### config.mk
export PLATFORM = sky130hd
export DESIGN_NAME = csc_regfile
export DESIGN_NICKNAME = d
export VERILOG_FILES = /design/src/common/csc_reg_pkg.sv /design/src/common/csb_pkg.sv /design/src/source/csc_regfile.sv /design/src/regfile/csc_group_ctrl.sv /design/src/regfile/csc_dual_reg.sv /design/src/source/csc_csb_port.sv
export VERILOG_INCLUDE_DIRS = /design/src /design/src/common
export SDC_FILE = /design/constraint.sdc
export NUM_CORES = 1
export LEC_CHECK = 0
export BUFFER_PORTS_ARGS = -buffer_cell sky130_fd_sc_hd__buf_2
export CORE_ASPECT_RATIO = 1.4
export CORE_MARGIN = 1
export CORE_UTILIZATION = 45
export CTS_CLUSTER_SIZE = 12
export DETAILED_ROUTE_END_ITERATION = 8
export GPL_ROUTABILITY_DRIVEN = 0
export HOLD_SLACK_MARGIN = 0.06
export PLACE_DENSITY = 0.65
export SLEW_MARGIN = 0
export SYNTH_ARGS = -nofsm -noshare
export SYNTH_HDL_FRONTEND = slang
export SYNTH_SLANG_ARGS = --single-unit
export TNS_END_PERCENT = 1
### constraint.sdc
create_clock -name nvdla_core_clk -period 4.2 [get_ports nvdla_core_clk]
set_input_delay 0.63 -clock nvdla_core_clk [delete_from_list [all_inputs] [get_ports nvdla_core_clk]]
set_output_delay 0.63 -clock nvdla_core_clk [all_outputs]
set_load 0.01 [all_outputs]
### src/common/csc_macros.svh
`ifndef CSC_MACROS_SVH
`define CSC_MACROS_SVH

// single group offsets
`define CSC_POINTER_OFFSET        12'h000
`define CSC_STATUS_OFFSET         12'h004

// producer's duplicated group starts here
`define CSC_DUAL_BASE             12'h008
`define CSC_OP_ENABLE_OFFSET      12'h008
`define CSC_DATAIN_SIZE_OFFSET    12'h00c
`define CSC_DATAIN_CHANNEL_OFFSET 12'h010
`define CSC_WEIGHT_KERNEL_OFFSET  12'h014

// field positions inside a register word
`define CSC_PRODUCER_BIT          0
`define CSC_CONSUMER_BIT          16
`define CSC_STATUS_0_LSB          0
`define CSC_STATUS_1_LSB          16
`define CSC_OP_EN_BIT             0
`define CSC_WIDTH_LSB             0
`define CSC_HEIGHT_LSB            16
`define CSC_CHANNEL_LSB           0
`define CSC_KERNEL_LSB            0

`define CSC_OP_EN_DELAY           3  // op_en stages toward the datapath

`endif
### src/common/csc_reg_pkg.sv
`default_nettype none

package csc_reg_pkg;

  // stored size minus one
  typedef logic [12:0] cube_dim_t;

  // per-group status as seen by software
  typedef enum logic [1:0] {
    status_idle    = 2'd0,  // enable clear
    status_running = 2'd1,  // enabled, consumer points here
    status_pending = 2'd2   // enabled, waiting for the other group
  } group_status_e;

endpackage

`default_nettype wire

### src/common/csb_pkg.sv
`default_nettype none

package csb_pkg;

  // request packet from the register bus master
  //   [21:0]  word address
  //   [53:22] write data
  //   [54]    write
  //   [55]    non-posted
  //   [56]    source privilege
  //   [60:57] byte enables
  //   [62:61] level
  typedef logic [62:0] csb_req_pd_t;

  // response packet, [31:0] data, [32] error, [33] 0 read / 1 write
  typedef logic [33:0] csb_resp_pd_t;

  typedef logic [21:0] csb_addr_t;    // word address
  typedef logic [31:0] csb_data_t;
  typedef logic [11:0] reg_offset_t;  // byte offset in the 4KB unit space

endpackage

`default_nettype wire

### src/source/csc_regfile.sv
`default_nettype none

module csc_regfile (
  input  logic                   nvdla_core_clk,
  input  logic                   nvdla_core_rstn,
  input  logic                   csb2csc_req_pvld,
  input  csb_pkg::csb_req_pd_t   csb2csc_req_pd,
  input  logic                   dp2reg_done,
  output logic                   csc2csb_resp_valid,
  output csb_pkg::csb_resp_pd_t  csc2csb_resp_pd,
  output logic                   reg2dp_op_en,
  output csc_reg_pkg::cube_dim_t reg2dp_datain_width_ext,
  output csc_reg_pkg::cube_dim_t reg2dp_datain_height_ext,
  output csc_reg_pkg::cube_dim_t reg2dp_datain_channel_ext,
  output csc_reg_pkg::cube_dim_t reg2dp_weight_kernel
);

  import csb_pkg::*;
  import csc_reg_pkg::*;

  logic        reg_wr_en;
  reg_offset_t reg_offset;
  csb_data_t   reg_wr_data;
  csb_data_t   reg_rd_data;
  logic        d0_wr_en;
  logic        d1_wr_en;
  logic        d0_op_en;
  logic        d1_op_en;
  logic        d0_op_en_trigger;
  logic        d1_op_en_trigger;
  csb_data_t   d0_rd_data;
  csb_data_t   d1_rd_data;
  cube_dim_t   d0_datain_width_ext;
  cube_dim_t   d0_datain_height_ext;
  cube_dim_t   d0_datain_channel_ext;
  cube_dim_t   d0_weight_kernel;
  cube_dim_t   d1_datain_width_ext;
  cube_dim_t   d1_datain_height_ext;
  cube_dim_t   d1_datain_channel_ext;
  cube_dim_t   d1_weight_kernel;

  csc_csb_port u_csb_port (
    .nvdla_core_clk     (nvdla_core_clk),
    .nvdla_core_rstn    (nvdla_core_rstn),
    .csb2csc_req_pvld   (csb2csc_req_pvld),
    .csb2csc_req_pd     (csb2csc_req_pd),
    .reg_rd_data        (reg_rd_data),
    .reg_wr_en          (reg_wr_en),
    .reg_offset         (reg_offset),
    .reg_wr_data        (reg_wr_data),
    .csc2csb_resp_valid (csc2csb_resp_valid),
    .csc2csb_resp_pd    (csc2csb_resp_pd)
  );

  // ping-pong pair
  csc_dual_reg u_dual_reg_d0 (
    .nvdla_core_clk     (nvdla_core_clk),
    .nvdla_core_rstn    (nvdla_core_rstn),
    .wr_en              (d0_wr_en),
    .reg_offset         (reg_offset),
    .reg_wr_data        (reg_wr_data),
    .op_en              (d0_op_en),
    .rd_data            (d0_rd_data),
    .op_en_trigger      (d0_op_en_trigger),
    .datain_width_ext   (d0_datain_width_ext),
    .datain_height_ext  (d0_datain_height_ext),
    .datain_channel_ext (d0_datain_channel_ext),
    .weight_kernel      (d0_weight_kernel)
  );

  csc_dual_reg u_dual_reg_d1 (
    .nvdla_core_clk     (nvdla_core_clk),
    .nvdla_core_rstn    (nvdla_core_rstn),
    .wr_en              (d1_wr_en),
    .reg_offset         (reg_offset),
    .reg_wr_data        (reg_wr_data),
    .op_en              (d1_op_en),
    .rd_data            (d1_rd_data),
    .op_en_trigger      (d1_op_en_trigger),
    .datain_width_ext   (d1_datain_width_ext),
    .datain_height_ext  (d1_datain_height_ext),
    .datain_channel_ext (d1_datain_channel_ext),
    .weight_kernel      (d1_weight_kernel)
  );

  csc_group_ctrl u_group_ctrl (
    .nvdla_core_clk            (nvdla_core_clk),
    .nvdla_core_rstn           (nvdla_core_rstn),
    .reg_wr_en                 (reg_wr_en),
    .reg_offset                (reg_offset),
    .reg_wr_data               (reg_wr_data),
    .dp2reg_done               (dp2reg_done),
    .d0_rd_data                (d0_rd_data),
    .d1_rd_data                (d1_rd_data),
    .d0_op_en_trigger          (d0_op_en_trigger),
    .d1_op_en_trigger          (d1_op_en_trigger),
    .d0_datain_width_ext       (d0_datain_width_ext),
    .d0_datain_height_ext      (d0_datain_height_ext),
    .d0_datain_channel_ext     (d0_datain_channel_ext),
    .d0_weight_kernel          (d0_weight_kernel),
    .d1_datain_width_ext       (d1_datain_width_ext),
    .d1_datain_height_ext      (d1_datain_height_ext),
    .d1_datain_channel_ext     (d1_datain_channel_ext),
    .d1_weight_kernel          (d1_weight_kernel),
    .reg_rd_data               (reg_rd_data),
    .d0_wr_en                  (d0_wr_en),
    .d1_wr_en                  (d1_wr_en),
    .d0_op_en                  (d0_op_en),
    .d1_op_en                  (d1_op_en),
    .reg2dp_op_en              (reg2dp_op_en),
    .reg2dp_datain_width_ext   (reg2dp_datain_width_ext),
    .reg2dp_datain_height_ext  (reg2dp_datain_height_ext),
    .reg2dp_datain_channel_ext (reg2dp_datain_channel_ext),
    .reg2dp_weight_kernel      (reg2dp_weight_kernel)
  );

endmodule

`default_nettype wire

### src/regfile/csc_group_ctrl.sv
`default_nettype none

`include "csc_macros.svh"

module csc_group_ctrl (
  input  logic                   nvdla_core_clk,
  input  logic                   nvdla_core_rstn,
  input  logic                   reg_wr_en,
  input  csb_pkg::reg_offset_t   reg_offset,
  input  csb_pkg::csb_data_t     reg_wr_data,
  input  logic                   dp2reg_done,
  input  csb_pkg::csb_data_t     d0_rd_data,
  input  csb_pkg::csb_data_t     d1_rd_data,
  input  logic                   d0_op_en_trigger,
  input  logic                   d1_op_en_trigger,
  input  csc_reg_pkg::cube_dim_t d0_datain_width_ext,
  input  csc_reg_pkg::cube_dim_t d0_datain_height_ext,
  input  csc_reg_pkg::cube_dim_t d0_datain_channel_ext,
  input  csc_reg_pkg::cube_dim_t d0_weight_kernel,
  input  csc_reg_pkg::cube_dim_t d1_datain_width_ext,
  input  csc_reg_pkg::cube_dim_t d1_datain_height_ext,
  input  csc_reg_pkg::cube_dim_t d1_datain_channel_ext,
  input  csc_reg_pkg::cube_dim_t d1_weight_kernel,
  output csb_pkg::csb_data_t     reg_rd_data,
  output logic                   d0_wr_en,
  output logic                   d1_wr_en,
  output logic                   d0_op_en,
  output logic                   d1_op_en,
  output logic                   reg2dp_op_en,
  output csc_reg_pkg::cube_dim_t reg2dp_datain_width_ext,
  output csc_reg_pkg::cube_dim_t reg2dp_datain_height_ext,
  output csc_reg_pkg::cube_dim_t reg2dp_datain_channel_ext,
  output csc_reg_pkg::cube_dim_t reg2dp_weight_kernel
);

  import csb_pkg::*;
  import csc_reg_pkg::*;

  logic          producer;
  logic          consumer;
  logic          select_s;
  group_status_e status_0;
  group_status_e status_1;
  csb_data_t     s_rd_data;
  logic          op_en_ori;
  logic [`CSC_OP_EN_DELAY-1:0] op_en_dly;

  ////////////////////////////////////////////////////////////////////////////
  // single group and write steering

  assign select_s = (reg_offset < `CSC_DUAL_BASE);
  assign d0_wr_en = reg_wr_en & ~select_s & ~producer & ~d0_op_en;
  assign d1_wr_en = reg_wr_en & ~select_s & producer & ~d1_op_en;

  always_ff @(posedge nvdla_core_clk or negedge nvdla_core_rstn) begin
    if (!nvdla_core_rstn) begin
      producer <= 1'b0;
      consumer <= 1'b0;
    end else begin
      if (reg_wr_en && reg_offset == `CSC_POINTER_OFFSET) begin
        producer <= reg_wr_data[`CSC_PRODUCER_BIT];
      end
      if (dp2reg_done) begin
        consumer <= ~consumer;  // hand over to the other group
      end
    end
  end

  assign status_0 = !d0_op_en ? status_idle : consumer ? status_pending : status_running;
  assign status_1 = !d1_op_en ? status_idle : consumer ? status_running : status_pending;

  always_comb begin
    s_rd_data = '0;
    case (reg_offset)
      `CSC_POINTER_OFFSET: begin
        s_rd_data[`CSC_PRODUCER_BIT] = producer;
        s_rd_data[`CSC_CONSUMER_BIT] = consumer;
      end
      `CSC_STATUS_OFFSET: begin
        s_rd_data[`CSC_STATUS_0_LSB +: 2] = status_0;
        s_rd_data[`CSC_STATUS_1_LSB +: 2] = status_1;
      end
      default: ;
    endcase
  end

  // producer's group answers above the single group
  assign reg_rd_data = select_s ? s_rd_data : (producer ? d1_rd_data : d0_rd_data);

  ////////////////////////////////////////////////////////////////////////////
  // group enables and delay toward the datapath

  always_ff @(posedge nvdla_core_clk or negedge nvdla_core_rstn) begin
    if (!nvdla_core_rstn) begin
      d0_op_en <= 1'b0;
      d1_op_en <= 1'b0;
    end else begin
      if (~d0_op_en & d0_op_en_trigger) begin
        d0_op_en <= reg_wr_data[`CSC_OP_EN_BIT];
      end else if (dp2reg_done && !consumer) begin
        d0_op_en <= 1'b0;
      end
      if (~d1_op_en & d1_op_en_trigger) begin
        d1_op_en <= reg_wr_data[`CSC_OP_EN_BIT];
      end else if (dp2reg_done && consumer) begin
        d1_op_en <= 1'b0;
      end
    end
  end

  assign op_en_ori = consumer ? d1_op_en : d0_op_en;

  always_ff @(posedge nvdla_core_clk or negedge nvdla_core_rstn) begin
    if (!nvdla_core_rstn) begin
      op_en_dly <= '0;
    end else if (dp2reg_done) begin
      op_en_dly <= '0;  // drop op_en right after completion
    end else begin
      op_en_dly <= {op_en_dly[`CSC_OP_EN_DELAY-2:0], op_en_ori};
    end
  end

  assign reg2dp_op_en = op_en_dly[`CSC_OP_EN_DELAY-1];

  // datapath sees the consumer's group
  assign reg2dp_datain_width_ext   = consumer ? d1_datain_width_ext : d0_datain_width_ext;
  assign reg2dp_datain_height_ext  = consumer ? d1_datain_height_ext : d0_datain_height_ext;
  assign reg2dp_datain_channel_ext = consumer ? d1_datain_channel_ext : d0_datain_channel_ext;
  assign reg2dp_weight_kernel      = consumer ? d1_weight_kernel : d0_weight_kernel;

  // datapath only runs on a group that software sees as running
  a_running_on_op_en: assert property (
    @(posedge nvdla_core_clk) disable iff (!nvdla_core_rstn)
    reg2dp_op_en |-> ((consumer ? status_1 : status_0) == status_running)
  );

  a_consumer_on_done: assert property (
    @(posedge nvdla_core_clk) disable iff (!nvdla_core_rstn)
    $changed(consumer) |-> $past(dp2reg_done)
  );

endmodule

`default_nettype wire

### src/regfile/csc_dual_reg.sv
`default_nettype none

`include "csc_macros.svh"

module csc_dual_reg (
  input  logic                   nvdla_core_clk,
  input  logic                   nvdla_core_rstn,
  input  logic                   wr_en,
  input  csb_pkg::reg_offset_t   reg_offset,
  input  csb_pkg::csb_data_t     reg_wr_data,
  input  logic                   op_en,
  output csb_pkg::csb_data_t     rd_data,
  output logic                   op_en_trigger,
  output csc_reg_pkg::cube_dim_t datain_width_ext,
  output csc_reg_pkg::cube_dim_t datain_height_ext,
  output csc_reg_pkg::cube_dim_t datain_channel_ext,
  output csc_reg_pkg::cube_dim_t weight_kernel
);

  import csb_pkg::*;
  import csc_reg_pkg::*;

  // enable itself lives in the group controller
  assign op_en_trigger = wr_en & (reg_offset == `CSC_OP_ENABLE_OFFSET);

  always_ff @(posedge nvdla_core_clk or negedge nvdla_core_rstn) begin
    if (!nvdla_core_rstn) begin
      datain_width_ext   <= '0;
      datain_height_ext  <= '0;
      datain_channel_ext <= '0;
      weight_kernel      <= '0;
    end else if (wr_en) begin
      case (reg_offset)
        `CSC_DATAIN_SIZE_OFFSET: begin
          datain_width_ext  <= reg_wr_data[`CSC_WIDTH_LSB +: $bits(cube_dim_t)];
          datain_height_ext <= reg_wr_data[`CSC_HEIGHT_LSB +: $bits(cube_dim_t)];
        end
        `CSC_DATAIN_CHANNEL_OFFSET: begin
          datain_channel_ext <= reg_wr_data[`CSC_CHANNEL_LSB +: $bits(cube_dim_t)];
        end
        `CSC_WEIGHT_KERNEL_OFFSET: begin
          weight_kernel <= reg_wr_data[`CSC_KERNEL_LSB +: $bits(cube_dim_t)];
        end
        default: ;
      endcase
    end
  end

  // readback
  always_comb begin
    rd_data = '0;
    case (reg_offset)
      `CSC_OP_ENABLE_OFFSET:   rd_data[`CSC_OP_EN_BIT] = op_en;
      `CSC_DATAIN_SIZE_OFFSET: begin
        rd_data[`CSC_WIDTH_LSB +: $bits(cube_dim_t)]  = datain_width_ext;
        rd_data[`CSC_HEIGHT_LSB +: $bits(cube_dim_t)] = datain_height_ext;
      end
      `CSC_DATAIN_CHANNEL_OFFSET: rd_data[`CSC_CHANNEL_LSB +: $bits(cube_dim_t)] = datain_channel_ext;
      `CSC_WEIGHT_KERNEL_OFFSET:  rd_data[`CSC_KERNEL_LSB +: $bits(cube_dim_t)] = weight_kernel;
      default: ;
    endcase
  end

  // a running group must stay frozen
  a_no_write_while_enabled: assert property (
    @(posedge nvdla_core_clk) disable iff (!nvdla_core_rstn)
    !(wr_en && op_en)
  );

endmodule

`default_nettype wire

### src/source/csc_csb_port.sv
`default_nettype none

module csc_csb_port (
  input  logic                  nvdla_core_clk,
  input  logic                  nvdla_core_rstn,
  input  logic                  csb2csc_req_pvld,
  input  csb_pkg::csb_req_pd_t  csb2csc_req_pd,
  input  csb_pkg::csb_data_t    reg_rd_data,
  output logic                  reg_wr_en,
  output csb_pkg::reg_offset_t  reg_offset,
  output csb_pkg::csb_data_t    reg_wr_data,
  output logic                  csc2csb_resp_valid,
  output csb_pkg::csb_resp_pd_t csc2csb_resp_pd
);

  import csb_pkg::*;

  logic         req_pvld;
  csb_req_pd_t  req_pd;
  csb_addr_t    req_addr;
  csb_data_t    req_wdat;
  logic         req_write;
  logic         req_nposted;
  logic         reg_rd_en;
  csb_resp_pd_t rresp_pd;
  csb_resp_pd_t wresp_pd;

  ////////////////////////////////////////////////////////////////////////////
  // request capture

  always_ff @(posedge nvdla_core_clk or negedge nvdla_core_rstn) begin
    if (!nvdla_core_rstn) begin
      req_pvld <= 1'b0;
    end else begin
      req_pvld <= csb2csc_req_pvld;
    end
  end

  always_ff @(posedge nvdla_core_clk) begin
    if (csb2csc_req_pvld) begin
      req_pd <= csb2csc_req_pd;  // held until the next request
    end
  end

  // unpack
  assign req_addr    = req_pd[21:0];
  assign req_wdat    = req_pd[53:22];
  assign req_write   = req_pd[54];
  assign req_nposted = req_pd[55];

  // bus address is word based, the register map is byte based
  assign reg_offset  = {req_addr[9:0], 2'b00};
  assign reg_wr_data = req_wdat;
  assign reg_wr_en   = req_pvld & req_write;
  assign reg_rd_en   = req_pvld & ~req_write;

  ////////////////////////////////////////////////////////////////////////////
  // response

  assign rresp_pd = {1'b0, 1'b0, reg_rd_data};  // read reply, no error
  assign wresp_pd = {1'b1, 1'b0, 32'h0};        // write reply carries no data

  always_ff @(posedge nvdla_core_clk or negedge nvdla_core_rstn) begin
    if (!nvdla_core_rstn) begin
      csc2csb_resp_valid <= 1'b0;
      csc2csb_resp_pd    <= '0;
    end else begin
      csc2csb_resp_valid <= reg_rd_en | (reg_wr_en & req_nposted);
      if (reg_rd_en) begin
        csc2csb_resp_pd <= rresp_pd;
      end else if (reg_wr_en & req_nposted) begin
        csc2csb_resp_pd <= wresp_pd;
      end
    end
  end

endmodule

`default_nettype wire

# Yosys cells after proc, flatten, opt, wreduce, memory -nomap -nowiden
# Cells that the tools add are included.
dict set report word_totals {
  ff_bits 203
  latch_bits 0
  ramBits 0
  rom_bits 0
  in_bits 67
  out_inout_bits 88
  wordCells 84
  n_memories 0
}
dict set report op_classes {
  n_addsub 0
  mul 0
  n_div 0
  order_cmp 1
  n_eq_ne 5
  n_shift 0
  muxes 28
  bitwise 19
  n_reduce_logical 14
}
# op n
set op_table {}
lappend op_table {{$mux 13} 6}
lappend op_table {{$pmux 12 s3} 2}
lappend op_table {{$mux 34} 2}
lappend op_table {{$mux 32} 1}
lappend op_table {{$mux 29} 1}
lappend op_table {{$eq 10x2->1 const B} 2}
lappend op_table {{$eq 10x3->1 const B} 2}
lappend op_table {{$and 1x1->1} 12}
lappend op_table {{$logic_not 12->1} 1}
lappend op_table {{$lt 12x4->1 const B} 1}
lappend op_table {{$reduce_and 2->1} 6}
lappend op_table {{$eq 10x1->1 const B} 1}
lappend op_table {{$mux 2} 4}
lappend op_table {{$pmux 1 s4} 2}
lappend op_table {{$mux 1} 7}
lappend op_table {{$not 1->1} 6}
lappend op_table {{$reduce_bool 2->1} 3}
lappend op_table {{$pmux 1 s2} 2}
lappend op_table {{$logic_and 1x1->1} 3}
lappend op_table {{$mux 3} 1}
lappend op_table {{$logic_not 1->1} 1}
lappend op_table {{$or 1x1->1} 1}

# Depth between registers and ports, before layout
# Gate-level depths: netlist of run 1.
dict set report depth {
  word_depth 8
  depth_mapped 8
}

# By module
# A second synthesis of run 1 with hierarchy kept.
dict set report unflattened {
  cells_unflattened 725
  hier_area_um2 9669.3
}
# module instances cells_each area_each_um2
set modules_own_cells {}
lappend modules_own_cells {csc_dual_reg 2 195 2632.5}
lappend modules_own_cells {csc_csb_port 1 171 2906.5}
lappend modules_own_cells {csc_group_ctrl 1 164 1497.7}

# Worst setup path after synthesis of run 1
# No wires, ideal clock.
dict set report synth_timing {
  path_type {register to register}
  start {reg u_csb_port.req_pd[7]}
  end {reg u_dual_reg_d0.datain_channel_ext[10]}
  setup_time_ps 128
  t_arrival_ps 2019
  t_required_ps 4072
  path_slack_ps 2054
  path_stages_with_launch 8
  n_path_buf 2
  cell_sequence {edfxtp_1 -> or4_1 -> buf_4 -> nor2_4 -> nand2_2 -> nor3b_4 -> buf_6 -> mux2_1}
}
dict set report synth_between {
  elab_chain_cells 6
  elab_cells_between_ends 7
  cone_classes {order compare (1); eq/ne (1); bitwise (4); reduce/logical (1)}
}
# item line
set synth_rtl {}
lappend synth_rtl {{start, declared} csc_csb_port.sv:19} ;# csb_req_pd_t req_pd;
lappend synth_rtl {{start signal, assigned} csc_csb_port.sv:41} ;# req_pd <= csb2csc_req_pd;
lappend synth_rtl {{$lt 12x4->1 (no source line)} -}
lappend synth_rtl {{$not 1->1} csc_group_ctrl.sv:52} ;# assign d0_wr_en = reg_wr_en & ~select_s & ~producer & ~d0_op_en;
lappend synth_rtl {{$and 1x1->1 (3 in series)} csc_group_ctrl.sv:52}
lappend synth_rtl {{$reduce_and 2->1 (no source line) *} -}
lappend synth_rtl {{end signal, assigned} csc_dual_reg.sv:39} ;# datain_channel_ext <= reg_wr_data[`CSC_CHANNEL_LSB +: $bits(cube_dim_t)];
lappend synth_rtl {{end, declared} csc_dual_reg.sv:16} ;# output csc_reg_pkg::cube_dim_t datain_channel_ext,
# Every way passes the cells marked *; elsewhere a longest branch is shown, timed or not.
# A chain may end at the register's enable or synchronous reset.

# Final worst setup path of run 1
dict set report layout_timing {
  start {reg u_csb_port.req_pd[7]}
  end {reg u_dual_reg_d1.datain_width_ext[3]}
}
dict set report layout_between {
  elab_chain_cells 6
  elab_cells_between_ends 7
  cone_classes {order compare (1); eq/ne (1); bitwise (4); reduce/logical (1)}
}
# item line
set layout_rtl {}
lappend layout_rtl {{$lt 12x4->1 (no source line)} -}
lappend layout_rtl {{$not 1->1} csc_group_ctrl.sv:53} ;# assign d1_wr_en = reg_wr_en & ~select_s & producer & ~d1_op_en;
lappend layout_rtl {{$and 1x1->1 (3 in series)} csc_group_ctrl.sv:53}
lappend layout_rtl {{$reduce_and 2->1 (no source line) *} -}
lappend layout_rtl {{end signal, assigned} csc_dual_reg.sv:35} ;# datain_width_ext <= reg_wr_data[`CSC_WIDTH_LSB +: $bits(cube_dim_t)];
lappend layout_rtl {{end, declared} csc_dual_reg.sv:14} ;# output csc_reg_pkg::cube_dim_t datain_width_ext,
# Marked as above.

==> results of run 1 <==
==> cell families after synthesis <==
logic type	Yosys count	synth area share, %
other	1	0.0459
muxes	185	26.0
xor gates and xnor gates	1	0.107
DFF	178	56.8
and+or+nand+nor	90	6.40
buffers and inverters	48	3.26
AOI/OAI and AO/OA	88	7.44
==> worst max-delay path by stage <==
stage	slack (ns)	cells past startpoint	from	endpoint
after global routing	1.33	6	u_csb_port.req_pd[7]	u_dual_reg_d0.datain_channel_ext[0]
after detailed placement	1.49	5	u_csb_port.req_pd[7]	u_dual_reg_d1.datain_height_ext[7]
final	1.43	5	u_csb_port.req_pd[7]	u_dual_reg_d1.datain_width_ext[3]
after CTS	1.46	6	u_csb_port.req_pd[7]	u_dual_reg_d0.datain_channel_ext[0]
after global placement	1.50	6	u_csb_port.req_pd[7]	u_dual_reg_d0.datain_channel_ext[0]
after floorplan	2.05	7	u_csb_port.req_pd[7]	u_dual_reg_d0.datain_channel_ext[10]
==> cells in the mapped netlist, types with 5 or more instances <==
cell type	n	share of area, %
buf_1	10	0.46
nor2_1	7	0.32
mux2_2	109	15
dfrtp_1	140	43
o21ai_0	25	1.5
buf_2	6	0.37
edfxtp_1	38	14
nor3_1	6	0.37
buf_4	8	0.73
clkbuf_1	10	0.46
a31oi_1	5	0.38
a22oi_1	9	0.83
buf_6	5	0.69
inv_1	7	0.32
nand4_1	6	0.46
a21oi_1	11	0.67
mux2i_1	28	3.4
nand2_1	36	1.7
mux2_4	20	3.7
a221oi_1	16	1.7
mux2_1	28	3.9
==> metal layers <==
metal	global-route usage [%]	part of all wire (%)
met1	28.2	41
met2	39.2	51
met3	5.03	5.2
met4	8.62	2.6
met5	0	0
==> power groups by stage <==
| stage | combinational, mW | sequential, mW | clock, mW |
|---|---|---|---|
| finish | 0.361 | 1.93 | 1.64 |
| global route | 0.390 | 1.94 | 1.74 |
| CTS | 0.367 | 1.92 | 1.68 |
| detailed placement | 0.367 | 1.96 | 0 |
| global placement | 0.360 | 1.95 | 0 |
| floorplan | 0.266 | 1.90 | 0 |
==> flip-flops by register name (all words and copies together) (netlist names), 13 cells and up <==
signal and cells:
u_csb_port.req_pd 38, u_dual_reg_d0.datain_height_ext 13, u_dual_reg_d1.datain_height_ext 13, u_dual_reg_d1.weight_kernel 13, u_dual_reg_d1.datain_width_ext 13, u_dual_reg_d0.weight_kernel 13
u_dual_reg_d0.datain_channel_ext 13, u_dual_reg_d1.datain_channel_ext 13, u_csb_port.csc2csb_resp_pd 27, u_dual_reg_d0.datain_width_ext 13
==> through the flow <==
stage | std cells | power [mW] | util (%) | hold WS (ns)
finish | 962 | 3.93 | 53.7 | 0.338
global route | 962 | 4.06 | 53.7 | 0.344
CTS | 962 | 3.97 | 53.7 | 0.347
detailed placement | 930 | 2.32 | 50.3 | 0.466
global placement | 930 | 2.31 | 50.3 | 0.459
floorplan | 597 | 2.17 | - | 0.334
==> critical path, cell delays in order (launching register included) <==
cell      delay (ns)
edfxtp_1        0.38
or4_1           0.82
nor3_4          0.57
and2b_1         0.23
buf_4           0.26
mux2_2          0.37
==> final cells by class <==
class | instances | area [sq um] | area share (%)
timing repair buffer | 133 | 699 | 7.29
tap | 240 | 300 | 3.13
clock inverter | 14 | 168 | 1.75
multi-input combinational | 371 | 3300 | 34.4
sequential | 178 | 4650 | 48.4
clock buffer | 18 | 450 | 4.69
inverter | 8 | 30.0 | 0.313
==> impl_metrics.py, run 1 <==
metrics = {
    "synth": {
        "syn_area_sq_um": 8180,
        "syn_inst": 591,
        "synth_cell_types": 59,
        "synth-seq-area-share_pct": 56.8,
        "synth_ff_type": "dfrtp_1",
        "ys_seq_elements": 178,
        "synth-async-reset-ratio_pct": 78.7,
        "synth_edf_count": 38,
        "yosysWarnings": 0,
        "synth_area_per_cell_sq_um": 13.8,
    },
    "placement": {
        "postPlaceCellArea_sq_um": 8980,
        "port_buffers": 122,
        "hpwlAfterDp_um": 13100,
        "dpl_worst_slack_ns": 1.49,
    },
    "power": {
        "p_switching_mw": 1.01,
        "leakage_nw": 4.76,
        "netSwitchingFraction_pct": 25.8,
        "seq_power_share_pct": 49.1,
        "power_density_nw_per_um2": 409,
        "combPwrFrac_pct": 9.2,
        "pwr-share-clk_pct": 41.8,
        "irDropWorstVdd_uv": 301,
        "power.internal_mw": 2.91,
    },
    "cts": {
        "post_cts_buffers": 0,
        "clock_latency_ns": 0.43,
        "cts_root_buf": "clkbuf_16",
        "clock_path_buffers": 2,
        "post_cts_resized": 0,
        "clock-sinks": 178,
        "cts_made_buffers": 17,
        "clkTransAtPathRegs_ns": 0.07,
        "cts_tree": "yes",
        "holdBufCountCts": 0,
        "ctsHtreeMaxLevel": 4,
    },
    "flow_run": {
        "drv_cap": 0,
    },
    "drt": {
        "drc_errors": 0,
        "routed_via_density": 5.65,
        "wl_um": 20200,
        "initialDrtViolationCount": 283,
        "postRouteAntennaNets": 0,
        "first_pass_iters": 7,
        "num_vias": 5435,
        "wl_per_cell_um": 21.0,
    },
    "setup_path": {
        "r2r_start": "u_csb_port.req_pd[7]",
        "cp.arrival_ns": 3.08,
        "cp_max_fo": 12,
        "path_class": "flop to flop",
        "end_kind": "flop",
        "start_kind": "flop",
        "r2r-end": "u_dual_reg_d1.datain_width_ext[3]",
        "cp.required_ns": 4.51,
        "worst_r2r_path_depth": 5,
        "reg2reg_slack_ns": 1.43,
    },
    "floorplan": {
        "die-area_sq_um": 18700,
        "die_w_um": 116,
        "rows": 58,
        "fp.coreArea_sq_um": 17900,
        "initial_core_util_pct": 45.8,
        "dieHeight_um": 162,
        "io_pins": 155,
    },
    "sta": {
        "worst_pin_slew_ns": 1.09,
        "slew_headroom_pct": 27.6,
        "finClkSkew_ns": 0.0114,
        "finalWorstSetupSlack_ns": 1.43,
        "post-route-period-util_pct": 65.9,
        "post-route-min-period_ns": 2.77,
        "hold_violations": 0,
        "setup_tns_ns": 0,
        "rsz0062_at_grt": "no",
        "slew_viol_final": 0,
        "setup_viol": 0,
        "max_freq_mhz": 361,
    },
    "cells_and_area": {
        "filler_cell_count": 1542,
        "layout_commonest_cell": "dfrtp_1",
        "layout-drive-gt1-share_pct": 42.8,
        "diodes": 0,
        "layout_common_cells": "dfrtp_1 (138), buf_2 (121), mux2_2 (109), edfxtp_1 (38), nand2_1 (36)",
        "final_area_sq_um": 9600,
        "area_delta_synth_final_pct": 17.3,
        "nets": 776,
    },
    "min_path": {
        "hold_path_class": "input pin to async pin",
    },
    "global_routing": {
        "grt_pass1_vias": 5774,
        "antenna_found_initial": 0,
        "grtUsageTotal_pct": 23.0,
        "grt_start_max_net_pins": 116,
        "grt_pass1_wl_um": 31800,
        "grt_overflow_total": 0,
    },
    "status": {
        "status": "completed",
    },
}
Note: power is estimated with default switching activity, not from simulation.
==> inputs of run 2 (changes only) <==
PLACE_DENSITY = 0.68   (was 0.65)
clock period = 2.5 ns   (was 4.2 ns; I/O delays follow)
==> run 2 against run 1 <==
Final cell count is 2.5% higher. Via count increased by 2.0%. Routed wire length is 0.88% lower. Fmax rose by 20%. Sequential power rose by 64%. Sequential cell count unchanged. Die area unchanged. Worst hold slack worse by 0.22 ns. Utilization grew 1.2 points. Sequential share of layout area fell by 1.1 points. Count of clock-buffer cells in the layout rose by 1. Setup slack worse by 1.2 ns.
==> impl_metrics.py, run 2 (synthesis gave the netlist of run 1 again) <==
metrics = {
    "power": {
        "pwr-share-clk_pct": 41.8,
        "p_switching_mw": 1.68,
        "leakage_nw": 4.89,
        "p_total_mw": 6.62,
        "power_density_nw_per_um2": 675,
        "irDropWorstVdd_uv": 451,
        "combPwrFrac_pct": 10.4,
        "netSwitchingFraction_pct": 25.4,
        "power.internal_mw": 4.94,
        "seq_power_share_pct": 47.9,
    },
    "setup_path": {
        "start_kind": "flop",
        "worst_r2r_path_depth": 7,
        "cp_max_fo": 9,
        "r2r-end": "u_csb_port.csc2csb_resp_pd[5]",
        "cp.arrival_ns": 2.65,
        "path_cells": "or4_1 > buf_4 > nor4_4 > buf_12 > a22oi_1 > a22o_1 > a31oi_1",
        "end_kind": "flop",
        "r2r_start": "u_csb_port.req_pd[6]",
        "cpPeakStageDelay_ns": 0.72,
        "reg2reg_slack_ns": 0.20,
        "cp.required_ns": 2.85,
        "slowest_stage": "or4_1",
        "path_class": "flop to flop",
    },
    "sta": {
        "slew_headroom_pct": 48.1,
        "post-route-period-util_pct": 92.1,
        "slew_viol_final": 0,
        "holdWs_ns": 0.114,
        "finClkSkew_ns": 0.0102,
        "max_freq_mhz": 434,
        "finalWorstSetupSlack_ns": 0.196,
        "post-route-min-period_ns": 2.30,
        "hold_violations": 0,
        "rsz0062_at_grt": "no",
        "setup_viol": 0,
        "setup_tns_ns": 0,
        "worst_pin_slew_ns": 0.776,
    },
    "drt": {
        "wl_um": 20000,
        "num_vias": 5545,
        "routed_via_density": 5.62,
        "first_pass_iters": 4,
        "initialDrtViolationCount": 322,
        "postRouteAntennaNets": 0,
        "wl_per_cell_um": 20.3,
        "drc_errors": 0,
    },
    "global_routing": {
        "grt_overflow_total": 0,
        "grt_pass1_wl_um": 31700,
        "grt_start_max_net_pins": 67,
        "grt_pass1_vias": 5848,
        "antenna_found_initial": 1,
        "grtUsageTotal_pct": 22.8,
    },
    "cells_and_area": {
        "layout_common_cells": "dfrtp_1 (138), buf_2 (121), mux2_2 (109), edfxtp_1 (38), nand2_1 (36)",
        "final_area_sq_um": 9820,
        "area_delta_synth_final_pct": 20.0,
        "diodes": 0,
        "layout-drive-gt1-share_pct": 44.4,
        "finalNonFillerCells": 986,
        "regMostFlops": "u_csb_port.req_pd",
        "largest_reg_flops": 38,
        "largestRegisters": "u_csb_port.req_pd x38, u_csb_port.csc2csb_resp_pd x27",
        "layout_commonest_cell": "dfrtp_1",
        "nets": 800,
        "fin_util_pct": 55.0,
    },
    "placement": {
        "dpl_worst_slack_ns": 0.207,
        "hpwlAfterDp_um": 13600,
        "dp.cells": 953,
        "postPlaceCellArea_sq_um": 9200,
        "port_buffers": 122,
    },
    "floorplan": {
        "die-area_sq_um": 18700,
        "rows": 58,
        "initial_core_util_pct": 45.8,
        "die_w_um": 116,
        "fp.coreArea_sq_um": 17900,
        "io_pins": 155,
        "dieHeight_um": 162,
    },
    "min_path": {
        "whs_endpoint": "u_csb_port.req_pd[47]",
        "min-delay-start": "csb2csc_req_pd[47]",
        "hold_path_class": "input pin to flop",
        "holdPathStages": 1,
    },
    "cts": {
        "ctsHtreeMaxLevel": 4,
        "cts_root_buf": "clkbuf_16",
        "clock_latency_ns": 0.43,
        "cts_tree": "yes",
        "clkTransAtPathRegs_ns": 0.07,
        "post_cts_resized": 0,
        "cts_made_buffers": 17,
        "clock-sinks": 178,
        "clock_path_buffers": 2,
    },
    "status": {
        "status": "completed",
    },
    "flow_run": {
        "drv_cap": 0,
    },
}
-- run 2: cell count changes in the layout (fill, tap and decap cells not counted) --
cell,before,now
buf_4,11,30
buf_12,0,4
clkbuf_1,0,2
bufinv_16,2,3
clkbuf_16,18,17
clkinv_1,1,0
clkinv_4,2,1
clkinv_8,1,0
clkinvlp_4,1,2
dlygate4sd3_1,0,1
inv_6,4,5
inv_8,2,1
-- run 2: power groups by stage --
stage	registers [mW]	logic, mW	clock network (mW)
after floorplan	3.19	0.448	0
final	3.17	0.688	2.77
after global routing	3.18	0.738	2.92
after detailed placement	3.22	0.689	0
after CTS	3.17	0.690	2.82
after global placement	3.22	0.677	0
-- run 2: cell type report --
| type | count | area [sq um] |
|---|---|---|
| well taps | 240 | 300 |
| fillers | 1515 | 8040 |
| clock inverters | 13 | 174 |
| multi-input cells | 371 | 3300 |
| inverters | 8 | 30.0 |
| clock buffers | 19 | 433 |
| flip-flops and latches | 178 | 4650 |
| repair buffers | 157 | 932 |
-- run 2: worst max-delay path by stage --
| stage | end | slack (ns) | depth (start not counted) | start |
|---|---|---|---|---|
| after floorplan | u_dual_reg_d0.datain_channel_ext[10] | 0.35 | 7 | u_csb_port.req_pd[7] |
| after global placement | u_dual_reg_d0.datain_channel_ext[0] | 0.25 | 6 | u_csb_port.req_pd[7] |
| after detailed placement | u_csb_port.csc2csb_resp_pd[20] | 0.21 | 4 | u_csb_port.req_pd[6] |
| after CTS | u_csb_port.csc2csb_resp_pd[20] | 0.19 | 4 | u_csb_port.req_pd[6] |
| after global routing | u_dual_reg_d0.datain_channel_ext[0] | 0.06 | 6 | u_csb_port.req_pd[7] |
| final | u_csb_port.csc2csb_resp_pd[5] | 0.20 | 7 | u_csb_port.req_pd[6] |
-- run 2: worst max-delay path, delay by kind of cell (launching register included) --
kind | cells | cell delay (ns)
AOI/OAI and AO/OA | 3 | 0.43
and+or+nand+nor | 2 | 0.98
DFF | 1 | 0.39
buffers and inverters | 2 | 0.42
-- run 2: what timing repair did --
action / CTS / global route
hold endpoints to repair: 62 / 0
setup buffers: 0 / 0
hold buffers: 1 / 0
-- run 2: metal layers --
layer / part of all wire (%) / wire length, um / global-route usage [%]
met2: 52 / 10400 / 38.0
met3: 5.2 / 1040 / 4.77
met1: 40 / 8020 / 28.6
met5: 0.070 / 14 / 0
met4: 2.9 / 571 / 9.38
==> inputs of run 3 (changes only) <==
BUFFER_PORTS_ARGS = not set   (was -buffer_cell sky130_fd_sc_hd__buf_2)
DONT_BUFFER_PORTS = 1   (was not set)
PLACE_DENSITY = 0.6   (was 0.68)
==> run 3 against run 2 <==
Sequential power is essentially flat. The run now ends with hold timing left. First-iteration DRC count shrank 11%. Via count shrank 8.2%. Routed wire length shrank 0.36%. Highest routed layer is now met4.
==> impl_metrics.py, run 3 (synthesis gave the netlist of run 1 again) <==
metrics = {
    "power": {
        "netSwitchingFraction_pct": 24.5,
        "irDropWorstVdd_uv": 656,
        "combPwrFrac_pct": 9.9,
        "p_total_mw": 6.59,
        "power_density_nw_per_um2": 690,
        "p_switching_mw": 1.61,
        "seq_power_share_pct": 48.2,
        "pwr-share-clk_pct": 41.9,
        "power.internal_mw": 4.98,
        "leakage_nw": 4.41,
    },
    "cts": {
        "cts_made_buffers": 17,
        "post_cts_buffers": 0,
        "clock_latency_ns": 0.43,
        "clock-sinks": 178,
        "post_cts_resized": 0,
        "cts_root_buf": "clkbuf_16",
        "clkTransAtPathRegs_ns": 0.06,
        "clock_path_buffers": 2,
        "cts_tree": "yes",
        "ctsHtreeMaxLevel": 4,
        "holdBufCountCts": 40,
    },
    "cells_and_area": {
        "multi_input_area_sq_um": 3300,
        "nets": 710,
        "layout-drive-gt1-share_pct": 31.1,
        "layout_common_cells": "dfrtp_1 (138), mux2_2 (109), dlygate4sd3_1 (39), edfxtp_1 (38), nand2_1 (36)",
        "regArea_sq_um": 4650,
        "filler_cell_count": 1497,
        "final_area_sq_um": 9550,
        "diodes": 0,
        "largest_reg_flops": 38,
        "area_delta_synth_final_pct": 16.8,
        "layout_commonest_cell": "dfrtp_1",
        "largestRegisters": "u_csb_port.req_pd x38, u_csb_port.csc2csb_resp_pd x27",
        "regMostFlops": "u_csb_port.req_pd",
    },
    "status": {
        "violations": "hold timing",
        "status": "finished, violations left",
    },
    "sta": {
        "finalWorstSetupSlack_ns": 0.183,
        "post-route-period-util_pct": 92.7,
        "setup_viol": 0,
        "max_freq_mhz": 432,
        "finClkSkew_ns": 0.00587,
        "rsz0062_at_grt": "no",
        "slew_viol_final": 0,
        "worst_pin_slew_ns": 0.550,
        "post-route-min-period_ns": 2.32,
        "setup_tns_ns": 0,
        "slew_headroom_pct": 63.3,
        "holdWs_ns": -0.354,
        "hold_violations": 140,
    },
    "floorplan": {
        "rows": 58,
        "die_w_um": 116,
        "fp.coreArea_sq_um": 17900,
        "die-area_sq_um": 18700,
        "initial_core_util_pct": 45.8,
        "dieHeight_um": 162,
        "io_pins": 155,
    },
    "drt": {
        "postRouteAntennaNets": 0,
        "first_pass_iters": 4,
        "drc_errors": 0,
        "wl_um": 19900,
        "initialDrtViolationCount": 286,
        "num_vias": 5090,
        "wl_per_cell_um": 22.2,
        "routed_via_density": 5.68,
    },
    "setup_path": {
        "cp.arrival_ns": 2.63,
        "path_class": "flop to flop",
        "cp_max_fo": 7,
        "end_kind": "flop",
        "start_kind": "flop",
        "cp.required_ns": 2.81,
    },
    "placement": {
        "hpwlAfterDp_um": 12600,
        "dpl_worst_slack_ns": 0.193,
        "postPlaceCellArea_sq_um": 8520,
        "port_buffers": 0,
    },
    "flow_run": {
        "drv_cap": 0,
    },
    "min_path": {
        "hold_path_class": "input pin to async pin",
    },
    "global_routing": {
        "grt_start_max_net_pins": 141,
        "grt_overflow_total": 0,
        "grt_pass1_wl_um": 31000,
        "grtUsageTotal_pct": 22.5,
        "antenna_found_initial": 0,
        "grt_pass1_vias": 5474,
    },
}
[run 3: changes by cell type in the layout (fill, tap and decap cells not counted), sizes merged]
cell	previous run	this run
inv	14	13
buf	156	28
dlygate4sd3	1	39
clkinvlp	2	1
clkinv	2	4
[run 3: worst paths after layout]
check	startpoint	slack, ns	endpoint	cells after the start
worst max register to register	u_csb_port.req_pd[7]	0.18	u_dual_reg_d1.weight_kernel[0]	6
worst min register to register	u_csb_port.req_pd[2]	0.49	u_csb_port.csc2csb_resp_pd[16]	1
worst max-delay path	u_csb_port.req_pd[7]	0.18	u_dual_reg_d1.weight_kernel[0]	6
min in group nvdla_core_clk	csb2csc_req_pvld	0.22	u_csb_port.req_pvld	1
max in group asynchronous	nvdla_core_rstn	2.63	u_csb_port.csc2csb_resp_pd[8]	0
worst min-delay path	nvdla_core_rstn	-0.35	u_dual_reg_d1.datain_width_ext[4]	0
[run 3: final cells by class]
type / count / area share (%)
clock buffers: 19 / 4.64
flip-flops and latches: 178 / 48.7
inverters: 8 / 0.314
well taps: 240 / 3.14
repair buffers: 67 / 6.89
multi-input cells: 371 / 34.6
clock inverters: 13 / 1.81
[run 3: routing by layer]
metal	share of wire (%)	GRT usage, %
met1	40	27.3
met2	52	38.2
met3	5.9	6.15
met4	1.8	7.52
met5	0	0
[run 3: critical path, cell delays in order, from the launching register on]
cell	delay, ns
edfxtp_1	0.39
or4_1	0.58
buf_4	0.22
nor3_2	0.22
nand3_2	0.26
buf_4	0.26
mux2_2	0.28
[run 3: metrics by stage]
step / std cells / util (%)
after CTS: 896 / 53.5
after floorplan: 597 / -
after global placement: 824 / 47.7
after detailed placement: 824 / 47.7
after global routing: 896 / 53.5
final: 896 / 53.5
[run 3: power by group through the flow]
stage,logic [mW],registers (mW),clock network [mW]
3_3_place_gp,0.583,3.23,0
6_report,0.655,3.18,2.76
4_1_cts,0.659,3.17,2.84
5_1_grt,0.695,3.19,2.95
2_1_floorplan,0.448,3.19,0
3_5_place_dp,0.591,3.23,0
